### config.mk
export PLATFORM = sky130hd
export DESIGN_NAME = fabric_regs
export DESIGN_NICKNAME = d
export VERILOG_FILES = /design/src/hdl/fabric_pkg.sv /design/src/hdl/fabric_regs.sv
export SDC_FILE = /design/constraint.sdc
export NUM_CORES = 1
export LEC_CHECK = 0
export BUFFER_PORTS_ARGS = -buffer_cell sky130_fd_sc_hd__buf_4
export CAP_MARGIN = 10
export CORE_MARGIN = 3
export CORE_UTILIZATION = 53
export DETAILED_ROUTE_END_ITERATION = 8
export PLACE_DENSITY = 0.86
export SLEW_MARGIN = 20
export SYNTH_ARGS = -nofsm -noshare
export SYNTH_HDL_FRONTEND = slang
export SYNTH_SLANG_ARGS = --single-unit
### constraint.sdc
create_clock -name OPB_Clk -period 3.5 [get_ports OPB_Clk]
set_clock_uncertainty 0.05 [all_clocks]
set_input_delay 0.35 -clock OPB_Clk [delete_from_list [all_inputs] [get_ports OPB_Clk]]
set_output_delay 0.35 -clock OPB_Clk [all_outputs]
set_load 0.05 [all_outputs]
### src/hdl/fabric_pkg.sv
`default_nettype none

package fabric_pkg;

  localparam int BUF_AW = 8;
  localparam int TX_W   = 64;
  localparam int ARP_W  = 48;

  // 2 KB windows, only every other one is populated
  localparam int unsigned win_shift = 11;
  localparam logic [20:0] win_regs  = 21'd0;
  localparam logic [20:0] win_tx    = 21'd2;
  localparam logic [20:0] win_rx    = 21'd4;
  localparam logic [20:0] win_arp   = 21'd6;

  typedef enum logic [2:0] {
    rgn_none,
    rgn_regs,
    rgn_tx,
    rgn_rx,
    rgn_arp
  } region_e;

  typedef enum logic [3:0] {
    mac_hi      = 4'd0,
    mac_lo      = 4'd1,
    gateway     = 4'd3,
    ip          = 4'd4,
    buf_sizes   = 4'd6,
    ports       = 4'd8,
    xaui_status = 4'd9,
    phy_config  = 4'd10
  } reg_idx_e;

  typedef struct packed {
    logic        rnw;
    logic [3:0]  be;
    region_e     region;
    logic [10:0] offset;
    logic [31:0] wdata;
  } opb_req_t;

  typedef struct packed {
    logic [47:0] mac;
    logic [31:0] ip;
    logic [15:0] port;
    logic [7:0]  gateway;
    logic        enable;
  } local_cfg_t;

  typedef struct packed {
    logic [1:0] rxeqmix;
    logic [3:0] rxeqpole;
    logic [2:0] txpreemphasis;
    logic [2:0] txdiffctrl;
  } phy_cfg_t;

  localparam phy_cfg_t phy_default = '{
    rxeqmix:       2'd0,
    rxeqpole:      4'd0,
    txpreemphasis: 3'd0,
    txdiffctrl:    3'd4
  };

  // overlay the enabled bus bytes on a word
  function automatic logic [31:0] be_merge(input logic [31:0] cur,
                                           input logic [31:0] wd,
                                           input logic [3:0]  be);
    logic [31:0] res;
    res = cur;
    for (int i = 0; i < 4; i++) begin
      if (be[i]) begin
        res[8*i +: 8] = wd[8*i +: 8];
      end
    end
    return res;
  endfunction

  // offset bit 2 set means the low word
  function automatic logic [31:0] half_sel(input logic [63:0] word, input logic lo);
    return lo ? word[31:0] : word[63:32];
  endfunction

endpackage

`default_nettype wire

### src/hdl/fabric_regs.sv
`timescale 1ns/1ps
`default_nettype none

module fabric_regs #(
  parameter fabric_pkg::local_cfg_t default_cfg = '0
) (
  input  wire                     OPB_Clk,
  input  wire                     reset,
  input  wire                     trans,
  input  wire fabric_pkg::opb_req_t req,
  input  wire                     tx_done,
  input  wire [7:0]               rx_size,
  input  wire [7:0]               xaui_status,
  output fabric_pkg::local_cfg_t  local_cfg,
  output fabric_pkg::phy_cfg_t    phy_cfg,
  output logic [7:0]              tx_size,
  output logic                    tx_ready,
  output logic                    rx_ack,
  output logic [31:0]             reg_rdata
);

  fabric_pkg::reg_idx_e idx;
  logic                 wr;
  logic [31:0]          merged;

  assign idx = fabric_pkg::reg_idx_e'(req.offset[5:2]);
  assign wr  = trans && !req.rnw && (req.region == fabric_pkg::rgn_regs);

  // read image of the addressed register with the written bytes laid over it
  assign merged = fabric_pkg::be_merge(reg_rdata, req.wdata, req.be);

  always_comb begin
    case (idx)
      fabric_pkg::mac_hi:      reg_rdata = {16'b0, local_cfg.mac[47:32]};
      fabric_pkg::mac_lo:      reg_rdata = local_cfg.mac[31:0];
      fabric_pkg::gateway:     reg_rdata = {24'b0, local_cfg.gateway};
      fabric_pkg::ip:          reg_rdata = local_cfg.ip;
      fabric_pkg::buf_sizes:   reg_rdata = {8'b0, tx_size, 8'b0, rx_ack ? 8'b0 : rx_size};
      fabric_pkg::ports:       reg_rdata = {15'b0, local_cfg.enable, local_cfg.port};
      fabric_pkg::xaui_status: reg_rdata = {24'b0, xaui_status};
      fabric_pkg::phy_config: begin
        reg_rdata = {5'b0, phy_cfg.txdiffctrl,
                     5'b0, phy_cfg.txpreemphasis,
                     4'b0, phy_cfg.rxeqpole,
                     6'b0, phy_cfg.rxeqmix};
      end
      default:                 reg_rdata = 32'b0;
    endcase
  end

  always_ff @(posedge OPB_Clk) begin
    if (reset) begin
      local_cfg <= default_cfg;
      phy_cfg   <= fabric_pkg::phy_default;
      tx_size   <= 8'd0;
      tx_ready  <= 1'b0;
      rx_ack    <= 1'b0;
    end else begin
      // frame has gone out
      if (tx_done) begin
        tx_size  <= 8'd0;
        tx_ready <= 1'b0;
      end
      // network side swapped its buffers
      if (rx_size == 8'd0) begin
        rx_ack <= 1'b0;
      end
      if (wr) begin
        case (idx)
          fabric_pkg::mac_hi: begin
            local_cfg.mac[47:32] <= merged[15:0];
          end
          fabric_pkg::mac_lo: begin
            local_cfg.mac[31:0] <= merged;
          end
          fabric_pkg::gateway: begin
            local_cfg.gateway <= merged[7:0];
          end
          fabric_pkg::ip: begin
            local_cfg.ip <= merged;
          end
          fabric_pkg::buf_sizes: begin
            if (req.be[0]) begin
              rx_ack <= 1'b1;
            end
            // a new size simply replaces a pending one
            if (req.be[2]) begin
              tx_size  <= req.wdata[23:16];
              tx_ready <= 1'b1;
            end
          end
          fabric_pkg::ports: begin
            local_cfg.port   <= merged[15:0];
            local_cfg.enable <= merged[16];
          end
          fabric_pkg::phy_config: begin
            phy_cfg.rxeqmix       <= merged[1:0];
            phy_cfg.rxeqpole      <= merged[11:8];
            phy_cfg.txpreemphasis <= merged[18:16];
            phy_cfg.txdiffctrl    <= merged[26:24];
          end
          default: begin
          end
        endcase
      end
    end
  end

endmodule

`default_nettype wire

# Word level (Yosys, flattened, before mapping)
# Cells that the tools add are included.
dict set report word_totals {
  ff_bits 127
  inputBits 71
  word_cells 50
}
dict set report op_classes {
  eq_ne 8
  mux 18
  n_reduce_logical 11
}
# op count
set op_table {}
lappend op_table {{$pmux 32 s8} 1}
lappend op_table {{$mux 8} 9}
lappend op_table {{$eq 4x4->1 const B} 3}
lappend op_table {{$reduce_and 2->1} 6}
lappend op_table {{$eq 4x3->1 const B} 2}
lappend op_table {{$logic_not 8->1} 1}
lappend op_table {{$mux 1} 8}
lappend op_table {{$eq 4x1->1 const B} 1}
lappend op_table {{$eq 4x2->1 const B} 1}
lappend op_table {{$logic_not 4->1} 1}
lappend op_table {{$eq 3x1->1 const B} 1}
lappend op_table {{$logic_and 1x1->1} 2}
lappend op_table {{$logic_not 1->1} 1}

# Logic depth before layout (Yosys ltp)
# Gate-level depths: netlist of the first run.
dict set report depth {
  word_depth 5
  depth_mapped 8
}

# Worst setup path before layout of the first run
# Ideal clock, no wire load.
dict set report synth_path {
  path_kind {in2reg}
  start {in req[34] (netlist name)}
  end {reg local_cfg[45] (netlist name)}
  arrival_ns 2.695
  required_time_ns 3.393
  path_slack_ns 0.697
  path_stages 7
  n_path_buf 2
  path_cell_list {buf_2 -> buf_2 -> nor3b_1 -> a22oi_1 -> o21ai_0 -> mux2_2 -> a21o_1}
}
dict set report synth_via {
  elab_chain_cells 3
}
# element line_no
set synth_lines {}
lappend synth_lines {{start, declared} fabric_regs.sv:10} ;# input wire fabric_pkg::opb_req_t req,
lappend synth_lines {{$eq 4x4->1 (tied with other cells)} fabric_regs.sv:33} ;# case (idx)
lappend synth_lines {{$pmux 32 s8 *} fabric_regs.sv:33}
lappend synth_lines {{via reg_rdata[20]} fabric_regs.sv:19} ;# output logic [31:0] reg_rdata
lappend synth_lines {{$mux 8 *} fabric_pkg.sv:72} ;# if (be[i]) begin
lappend synth_lines {{end signal, assigned} fabric_regs.sv:53} ;# local_cfg <= default_cfg;
lappend synth_lines {{end, declared} fabric_regs.sv:14} ;# output fabric_pkg::local_cfg_t local_cfg,
# Mark *: on every way through the listed nets, which the timed path passes. The rest lies on a longest branch.
# A chain may end at the register's enable or synchronous reset.

# Final worst setup path of the first run
dict set report layout_path {
  start {in req[34] (netlist name)}
  end {out reg_rdata[9]}
}
dict set report layout_via {
  elab_chain_cells 2
}
# element line_no
set layout_lines {}
lappend layout_lines {{$eq 4x4->1 (tied with other cells)} fabric_regs.sv:33}
lappend layout_lines {{$pmux 32 s8 *} fabric_regs.sv:33}
lappend layout_lines {{end, declared} fabric_regs.sv:19}
# Mark *: on every way between the ends. The rest lies on a longest branch, timed or not.

==> metrics.md, run 1 <==
| Metric | Value |
|---|---|
| Hold buffer count at CTS | `0` |
| Area grow syn2layout | `36.4%` |
| Commonest non-fill, non-tap cell in the layout | `buf_4` |
| Setup Viol. Count Final | `0` |
| Status | `finished, final reports clean` |
| I/O pins | `between 200 and 250` |
| Post-synthesis sequential area ratio | `0.416` |
| Setup WS pre-CTS | `between 0.9 and 1 ns` |
| Tcrit/Tclk final | `0.739` |
| Critical Path AT | `between 2 and 2.5 ns` |
| Crit end category | `primary output` |
| CP delay by family, top | `buffers and inverters` |
| CP max stage cell | `nor2b_2` |
| Gates resized, CTS repair | `0` |
| Mapped cell area | `slightly above 6000 µm²` |
| CP Cell Sequence | `buf_4, nor2b_2, buf_4, a22oi_1, o32ai_1, nand2b_1, buf_4` |
| Most used cell, CP | `buf_4` |
| Total track usage | `0.326` |
| Syn_area_per_cell | `8.30 µm²` |
| CTS Buffer Depth | `2` |
| ANT cells | `0` |
| Setup slack, reg-to-reg | `1.82 ns` |
| Leak pwr | `~3.7 nW` |
| Via density | `about 6.4` |
| Vias after detailed routing | `6863` |
| # H-tree levels | `4` |
| Clock sinks | `roughly 130` |
| Initial antenna violation count | `0` |
| Tightest Pin Transition | `between 0.8 and 0.9 ns` |
| Post-synth EDFFs | `0` |
| CP required | `between 3 and 4 ns` |
| Peak per-stage delay on the critical path | `~0.44 ns` |
| Fraction of layout cells with a size suffix above 1 | `0.311` |
| Horiz. Die Dim | `~110 µm` |
| Peak VDD IR | `0.277 mV` |
| Setup_tns | `0 ns` |
| Hold Path Depth | `3` |
| Worst-Skew Late Latency | `roughly 0.42 ns` |
| Top cells by area, synth | `dfxtp_1, nand3_1, o21ai_0, nand2_1, a22oi_1` |
| Max Cap Viol | `0` |
| Final Net Count | `995` |
| Placer congestion estimate | `approximately 0.95` |
| Final hold violation count | `0` |
| Root Driver | `clkbuf_16` |
| # rows | `38` |
| Die height | `between 100 and 150 µm` |
| Slew Limit Headroom | `0.453` |
| Worst-path maximum fanout | `30` |
| Largest net degree at the start of global routing | `70` |
| CP startpoint kind | `input pin` |
| Core ar. | `approximately 11000 µm²` |
| FMAX | `387 MHz` |
| Syn Nets | `just over 800` |
| Hold path start | `req[22]` |
| Share of the synthesized area in the top cell type | `0.416` |
| I/O Buffers | `between 200 and 250` |
| Die area | `roughly 13000 µm²` |
| Routed Antenna Nets | `0` |
| Flops & latches, synth | `around 130` |
| DR pass1 iterations | `5` |
| Mapped Cells | `736` |
| Slew Limit Fails | `0` |
| Post-CTS Setup Bufs | `0` |
| Ys async rst share | `0` |
| Power per cell area | `about 410 nW/µm²` |
| Vias in the first global route | `between 6000 and 7000` |
| HPWL Detailed | `about 15000 µm` |
| Drc violations | `0` |
| GRT overflow | `0` |
| CP Buf/Inv Count | `3` |
| Worst reg2reg path endpoint | `local_cfg[20]` |
| Final WS setup | `between 0.9 and 1 ns` |
| WL final | `~22000 µm` |
| WP depth | `7` |
| Hold EP | `tx_size[6]` |
| Worst r2r src | `local_cfg[100]` |
| WL per Instance | `20.1 µm` |
| CTS buffer count | `17` |
| Critical path type | `input pin to primary output` |
| CTS tree | `built` |
| Synth Flop Type | `dfxtp_1` |
| RSZ-0062 raised after global routing | `false` |
| Most frequent cells in the layout | `buf_4, dfxtp_1, nand3_1` |
| Starting DRC count in detailed routing | `between 800 and 900` |
| Clock-pin slew on the worst setup and hold paths | `around 0.06 ns` |
| Fillcell total | `814` |
| Worst Hold Class | `input pin to flop` |
| First-pass GRT wire length | `33700 µm` |
| Period minus WS final | `about 2.6 ns` |
| Warnings from Yosys | `0` |
| Reg2reg path depth | `5` |
| Synth area leader | `dfxtp_1` |
| Starting Density | `0.554` |
| Distinct cells, synth | `53` |
==> routing by layer <==
layer  vias to the layer above  GRT usage  wire (µm)
li1                       3099          -          -
met1                      3200      0.404       8270
met2                       495      0.546      10300
met3                        69     0.0738       2290
met4                         0      0.140        764
met5                         -          0          0
==> tightest hold or removal path, stage by stage <==
cell	delay (ns)
buf_4	0.11
nand2_1	0.05
a21oi_1	0.05
==> cell families after synthesis <==
kind of cell | count (synthesis) | share of synthesized area
muxes | 14 | 0.0246
DFF | 127 | 0.416
buffers and inverters | 71 | 0.0539
and+or+nand+nor | 279 | 0.241
AOI/OAI and AO/OA | 245 | 0.264
==> metrics by stage <==
step	hold WS, ns	cell area, µm²	total power [W]	utilization	cells
final	0.140	8330	0.00345	0.755	1077
after global routing	0.154	8330	0.00354	0.755	1077
after CTS	0.136	8330	0.00345	0.755	1077
after detailed placement	0.416	7740	0.00174	0.702	1045
after global placement	0.402	7740	0.00174	0.702	1045
after floorplan	0.436	6110	0.00163	-	736
==> cell type report <==
class                           instances  area [µm²]  area share
Clock buffer                           17         425      0.0511
Sequential cell                       127        2540       0.305
Tap cell                              140         175      0.0210
Inverter                                7        26.3     0.00315
Clock inverter                         15         160      0.0192
Multi-Input combinational cell        538        3240       0.389
Timing Repair Buffer                  233        1760       0.211
==> synth_stat cells (all sizes together), types with 2 or more instances <==
master and count:
nand4b 2, nor4 2, o31ai 15, a21o 22, a211oi 10, nand3 78
nand3b 8, clkbuf 29, o211ai 3, nand4bb 3, mux2i 6, mux2 8
a32oi 6, nor4b 3, and3 28, nand2b 5, o22ai 7, a22oi 34
and2 6, nor2b 13, o221a 2, a22o 14, nand2 77, o21ai 69
dfxtp 127, o32ai 2, or3 4, or2 5, o211a 2, a41o 5
nor3 8, nor2 29, buf 35, a21oi 43, nor3b 4, and3b 3
o21a 6, inv 6
==> where the power goes <==
group | total (W) | internal (W) | leakage [nW] | switching [W]
registers | 0.00145 | 0.00145 | 1.02 | 0.00000136
clock network | 0.00174 | 0.00106 | 0.284 | 0.000681
logic | 0.000268 | 0.0000955 | 2.37 | 0.000172
==> state kept, by name (all words and copies together), names as in the netlist <==
signal	cells
local_cfg	105
phy_cfg	12
rx_ack	1
tx_ready	1
tx_size	8
==> how the worst max path moves through the flow <==
stage                        from            end
after floorplan           req[34]  local_cfg[45]
after global placement    req[34]   reg_rdata[9]
after detailed placement  req[34]   reg_rdata[9]
after CTS                 req[34]   reg_rdata[9]
after global routing      req[34]   reg_rdata[9]
final                     req[34]   reg_rdata[9]
(Power assumes the default switching activity.)
==> run 2, diff against run 1 <==
CORE_UTILIZATION = 45   (was 53)
PLACE_DENSITY = 0.78   (was 0.86)
clock period = 2.1 ns   (was 3.5 ns; I/O delays follow)
==> run 2 against run 1 <==
Compared with the run above:
- highest routed layer unchanged
- critical path type is now flop to primary output
- largest power group unchanged
- clock power up 67%
- via count down 1.8%
- total power is 68% higher
- core utilization decreased by 8.0 points
- final cell count rose by 6.1%
- global-route usage fell by 4.3 points
- critical path depth shrank 2
- sequential share of layout area down 1.3 points
- non-clock buffer count grew 36
==> metrics.md, run 2 (synthesized netlist as in run 1, its figures left out) <==
| Metric | Value |
|---|---|
| Routed Antenna Nets | `0 (unchanged)` |
| WL final | `21800 µm (+1.1%)` |
| Vias after detailed routing | `6737 (-1.8%)` |
| Setup Viol. Count Final | `0 (unchanged)` |
| Crit end category | `primary output` |
| Internal power | `0.00446 W (+72%)` |
| Power per cell area | `666 nW/µm² (+61%)` |
| Psw | `0.00134 W (+57%)` |
| CTS buffer count | `17 (unchanged)` |
| Leak pwr | `3.87 nW (+5.3%)` |
| Clock power frac | `0.499 (-0.004)` |
| CP delay by family, top | `simple AND/OR/NAND/NOR gates` |
| Area grow syn2layout | `42.8%` |
| Fraction of layout cells with a size suffix above 1 | `0.332 (+0.0211)` |
| GRT overflow | `0 (unchanged)` |
| Met3 wire len | `1870 µm (-18%)` |
| First-pass GRT wire length | `33300 µm (-1.3%)` |
| Max reg flops | `105 (unchanged)` |
| Setup_tns | `0 ns (unchanged)` |
| Die height | `123 µm (+8.1%)` |
| Starting Density | `0.473 (-0.0813)` |
| CTS Buffer Depth | `2 (unchanged)` |
| Tightest Pin Transition | `0.571 ns (-0.247 ns)` |
| CP Buf/Inv Count | `1 (-2)` |
| Met2 routed WL | `10400 µm (+0.84%)` |
| Sw frac | `0.231 (-0.0161)` |
| Clock-pin slew on the worst setup and hold paths | `0.05 ns (about the same)` |
| CP Cell Sequence | `mux2_2, nand3_1, o211ai_1, or2_2, buf_4` |
| Clock sinks | `127 (unchanged)` |
| DR pass1 iterations | `6 (+1)` |
| Peak VDD IR | `0.510 mV (+84%)` |
| Highest metal used | `met4` |
| Die area | `15000 µm² (+17%)` |
| Slew Limit Headroom | `0.618 (+0.165)` |
| Total track usage | `0.284 (-0.0427)` |
| Sequential Power Share | `0.416 (-0.004)` |
| Initial antenna violation count | `0 (unchanged)` |
| Critical Path AT | `1.74 ns (-0.45 ns)` |
| Final WS setup | `0.0983 ns (-0.815 ns)` |
| Root Driver | `clkbuf_16` |
| Tcrit/Tclk final | `0.953` |
| HPWL Detailed | `15600 µm (+1.9%)` |
| Vias in the first global route | `6152 (-7.1%)` |
| ANT cells | `0 (unchanged)` |
| Commonest non-fill, non-tap cell in the layout | `buf_4` |
| Peak per-stage delay on the critical path | `0.33 ns (-0.11 ns)` |
| FMAX | `between 400 and 500 MHz` |
| CP max stage cell | `dfxtp_1` |
| Slew Limit Fails | `0 (unchanged)` |
| Final hold violation count | `0 (unchanged)` |
| Top reg by flops | `local_cfg` |
| Wl on met1 | `9100 µm (+10%)` |
| Via density | `5.89 (-7.5%)` |
| Max Cap Viol | `0 (unchanged)` |
| Critical path type | `flop to primary output` |
| RSZ-0062 raised after global routing | `false` |
| Drc violations | `0 (unchanged)` |
| Tot Pwr | `0.00581 W (+68%)` |
| Period minus WS final | `2.00 ns` |
| Largest net degree at the start of global routing | `49 (-30%)` |
| CP startpoint kind | `flop` |
| Starting DRC count in detailed routing | `694 (-17%)` |
| Placer congestion estimate | `0.910 (-4.5%)` |
| I/O pins | `230 (unchanged)` |
| CP required | `1.84 ns (-1.26 ns)` |
| Final Net Count | `1031 (+3.6%)` |
| Setup WS pre-CTS | `0.112 ns (-0.879 ns)` |
| Worst-Skew Late Latency | `0.42 ns (about the same)` |
| Largest registers | `local_cfg (105), phy_cfg (12), tx_size (8)` |
| Status | `finished, final reports clean` |
| Worst Hold Class | `input pin to flop` |
| Combinational Power Share | `0.085 (+0.007)` |
| I/O Buffers | `222 (unchanged)` |
| Horiz. Die Dim | `123 µm (+8.1%)` |
| WL per Instance | `19.1 µm (-4.7%)` |
| Worst-path maximum fanout | `3 (-90%)` |
| # rows | `41 (+7.9%)` |
| Core ar. | `12900 µm² (+17%)` |
| # H-tree levels | `4 (unchanged)` |
| CTS tree | `built` |
| Most frequent cells in the layout | `buf_4, dfxtp_1, nand3_1` |
==> run 2: per-layer routing <==
metal  global-route usage  up-vias
met4                0.115        0
met1                0.377     3162
met3               0.0507       42
li1                     -     3176
met2                0.457      357
met5                    0        -
==> run 2: metrics by stage <==
| stage | cells | hold slack [ns] | utilization | cell area, µm² |
|---|---|---|---|---|
| finish | 1143 | 0.0831 | 0.675 | 8720 |
| global route | 1143 | 0.0898 | 0.675 | 8720 |
| global placement | 1105 | 0.404 | 0.624 | 8070 |
| CTS | 1143 | 0.0658 | 0.675 | 8720 |
| detailed placement | 1105 | 0.412 | 0.624 | 8070 |
| floorplan | 736 | 0.296 | - | 6170 |
==> run 2: final timing paths <==
check	from	end	slack [ns]	cells past startpoint
worst max register to register	local_cfg[20]	local_cfg[36]	0.51	5
worst min register to register	local_cfg[97]	local_cfg[97]	0.42	2
worst min-delay path	req[46]	rx_ack	0.08	3
worst max-delay path	local_cfg[57]	reg_rdata[0]	0.1	5
==> run 2: layout make-up <==
cell class / count / area [µm²]
tap: 172 / 215
clock inverter: 6 / 82.6
fill: 1111 / 4200
clock buffer: 24 / 492
timing repair buffer: 269 / 2090
sequential: 127 / 2550
multi-input combinational: 538 / 3270
inverter: 7 / 26.3
==> run 2: timing repair <==
item / 4_1_cts / 5_1_grt
endpoints found under the hold margin: 8 / 0
resized for setup: 0 / 0
setup buffers: 0 / 0
hold buffers: 8 / 0
==> run 2: power by group through the flow <==
stage,sequential (W),combinational (W),clock [W]
5_1_grt,0.00241,0.000527,0.00303
3_3_place_gp,0.00247,0.000471,0
3_5_place_dp,0.00247,0.000473,0
6_report,0.00242,0.000496,0.00290
4_1_cts,0.00242,0.000489,0.00291
2_1_floorplan,0.00248,0.000251,0
==> run 2: tightest hold or removal path, cell delays in order <==
cell	delay, ns
buf_4	0.13
a32oi_1	0.10
nor2_1	0.07
==> run 3, diff against run 2 <==
BUFFER_PORTS_ARGS = not set   (was -buffer_cell sky130_fd_sc_hd__buf_4)
CORE_UTILIZATION = 57   (was 45)
DONT_BUFFER_PORTS = 1   (was not set)
PLACE_DENSITY = 0.76   (was 0.78)
==> run 3 against run 2 <==
Compared with the run above:
- register-to-register slack got worse by 0.20 ns
- total power rose by 3.0%
- final cell count fell by 8.7%
- die area fell by 20%
- worst setup slack got worse by 0.058 ns
- sequential cell count did not move
- global-route usage rose by 10 points
- via count rose by 3.1%
- routed wire length rose by 7.2%
==> metrics.md, run 3 (synthesized netlist as in run 1, its figures left out) <==
| Metric | Value |
|---|---|
| GRT overflow | `0 (unchanged)` |
| Die height | `110 µm (-11%)` |
| Largest net degree at the start of global routing | `49 (unchanged)` |
| Tcrit/Tclk final | `0.981 (+0.0275)` |
| Final WS setup | `0.0405 ns (-0.0578 ns)` |
| Fraction of layout cells with a size suffix above 1 | `0.260 (-0.0714)` |
| Via density | `6.65 (+13%)` |
| Commonest non-fill, non-tap cell in the layout | `buf_4` |
| Peak VDD IR | `0.613 mV (+20%)` |
| Final Net Count | `965 (-6.4%)` |
| Slew Limit Headroom | `0.515 (-0.103)` |
| CTS buffer count | `17 (unchanged)` |
| Starting Density | `0.589 (+0.117)` |
| RSZ-0062 raised after global routing | `true` |
| Leak pwr | `3.58 nW (-7.4%)` |
| Starting DRC count in detailed routing | `728 (+4.9%)` |
| M3 GR Usage | `0.128 (+0.0773)` |
| Hold_ws | `0.00447 ns (-0.0786 ns)` |
| WL per Instance | `22.4 µm (+17%)` |
| Peak per-stage delay on the critical path | `0.40 ns (+0.07 ns)` |
| Critical Path AT | `1.80 ns (+0.06 ns)` |
| Largest registers | `local_cfg (105), phy_cfg (12), tx_size (8)` |
| Tightest Pin Transition | `0.726 ns (+0.155 ns)` |
| Fin util | `0.809 (+0.135)` |
| Clock-pin slew on the worst setup and hold paths | `0.06 ns (about the same)` |
| Placed Cells | `976 (-12%)` |
| CP max stage cell | `dfxtp_4` |
| Max Cap Viol | `0 (unchanged)` |
| First-pass GRT wire length | `35300 µm (+5.9%)` |
| Setup WS pre-CTS | `0.231 ns (+0.119 ns)` |
| # H-tree levels | `4 (unchanged)` |
| CP startpoint kind | `flop` |
| CP required | `1.84 ns (about the same)` |
| Clock sinks | `127 (unchanged)` |
| Worst-path maximum fanout | `3 (unchanged)` |
| Vias after detailed routing | `6947 (+3.1%)` |
| Final Non-Filler Cells | `1044 (-8.7%)` |
| Most frequent cells in the layout | `buf_4, dfxtp_1, nand3_1` |
| Busiest grt layer | `met2` |
| Routed Antenna Nets | `0 (unchanged)` |
| Total track usage | `0.384 (+0.0999)` |
| Core ar. | `10400 µm² (-20%)` |
| FMAX | `486 MHz (-2.8%)` |
| Max reg flops | `105 (unchanged)` |
| Area grow syn2layout | `37.4%` |
| M1 GR Usage | `0.433 (+0.0560)` |
| I/O pins | `230 (unchanged)` |
| HPWL Detailed | `15300 µm (-2.2%)` |
| Worst-Skew Late Latency | `0.53 ns (+0.11 ns)` |
| Setup Viol. Count Final | `0 (unchanged)` |
| Status | `finished, final reports clean` |
| CTS Buffer Depth | `2 (unchanged)` |
| Drc violations | `0 (unchanged)` |
| CP Cell Sequence | `mux2_2, a32oi_1, o211ai_1, buf_4` |
| WL final | `23400 µm (+7.2%)` |
| Period minus WS final | `2.06 ns (+0.0578 ns)` |
| I/O Buffers | `0 (-100%)` |
| Crit end category | `primary output` |
| CTS tree | `built` |
| Die area | `12000 µm² (-20%)` |
| Worst Hold Class | `input pin to flop` |
| DR pass1 iterations | `7 (+1)` |
| Top reg by flops | `local_cfg` |
| Final hold violation count | `0 (unchanged)` |
| Critical path type | `flop to primary output` |
| Initial antenna violation count | `1 (+1)` |
| Slew Limit Fails | `0 (unchanged)` |
| Horiz. Die Dim | `110 µm (-11%)` |
| Met2 usage | `0.643 (+0.186)` |
| Root Driver | `clkbuf_8` |
| Power per cell area | `713 nW/µm² (+7.1%)` |
| # rows | `37 (-9.8%)` |
| Vias in the first global route | `6702 (+8.9%)` |
| Placer congestion estimate | `0.900 (-1.2%)` |
-- run 3: cell count changes in the layout (fill, tap and decap cells not counted), moves of 3 or more --
| cell | before | now |
|---|---|---|
| bufinv_16 | 2 | 5 |
| dlygate4sd3_1 | 8 | 33 |
| buf_12 | 4 | 9 |
| buf_4 | 257 | 160 |
-- run 3: power breakdown --
part	switching (W)	leakage (nW)	internal (W)
Clock	0.00106	0.307	0.00214
Combinational	0.000240	2.25	0.000133
Sequential	0.00000191	1.03	0.00241
-- run 3: area by class of cell --
type / instances / area (µm²)
diodes: 1 / 2.50
well taps: 136 / 170
inverters: 7 / 26.3
repair buffers: 203 / 1720
clock buffers: 22 / 463
clock inverters: 10 / 183
flip-flops and latches: 127 / 2550
multi-input cells: 538 / 3270
fillers: 672 / 1980
-- run 3: critical path, delay by kind of cell, from the launching register on --
family	cells	cell delay, ns
buffers and inverters	1	0.23
AO/OA/AOI/OAI	2	0.35
flip-flops	1	0.40
multiplexers	1	0.28
-- run 3: repair_timing --
action | 4_1_cts | 5_1_grt
gates resized for setup | 2 | 3
setup endpoints to repair | 1 | 4
hold buffers | 34 | 0
pin swaps | 0 | 1
hold endpoints to repair | 88 | 0
buffers inserted | 0 | 1
-- run 3: final timing paths --
path / slack, ns / endpoint / cells after the start / start
min reg2reg: 0.44 / local_cfg[50] / 2 / local_cfg[50]
max reg2reg: 0.31 / local_cfg[83] / 6 / local_cfg[83]
min: 0.004 / phy_cfg[0] / 4 / req[24]
max: 0.04 / reg_rdata[3] / 4 / local_cfg[4]
-- run 3: through the flow --
| stage | setup TNS (ns) | instance area (µm²) | total power, W |
|---|---|---|---|
| 3_3_place_gp | 0 | 7380 | 0.00275 |
| 5_1_grt | -0.00447 | 8390 | 0.00612 |
| 3_5_place_dp | 0 | 7380 | 0.00276 |
| 2_1_floorplan | -3.15 | 6170 | 0.00273 |
| 4_1_cts | 0 | 8380 | 0.00597 |
| 6_report | 0 | 8390 | 0.00599 |
-- run 3: metal layers --
| layer | part of all wire | up-vias |
|---|---|---|
| met1 | 0.36 | 3290 |
| li1 | - | 3049 |
| met5 | 0 | - |
| met2 | 0.49 | 504 |
| met3 | 0.12 | 104 |
| met4 | 0.041 | 0 |
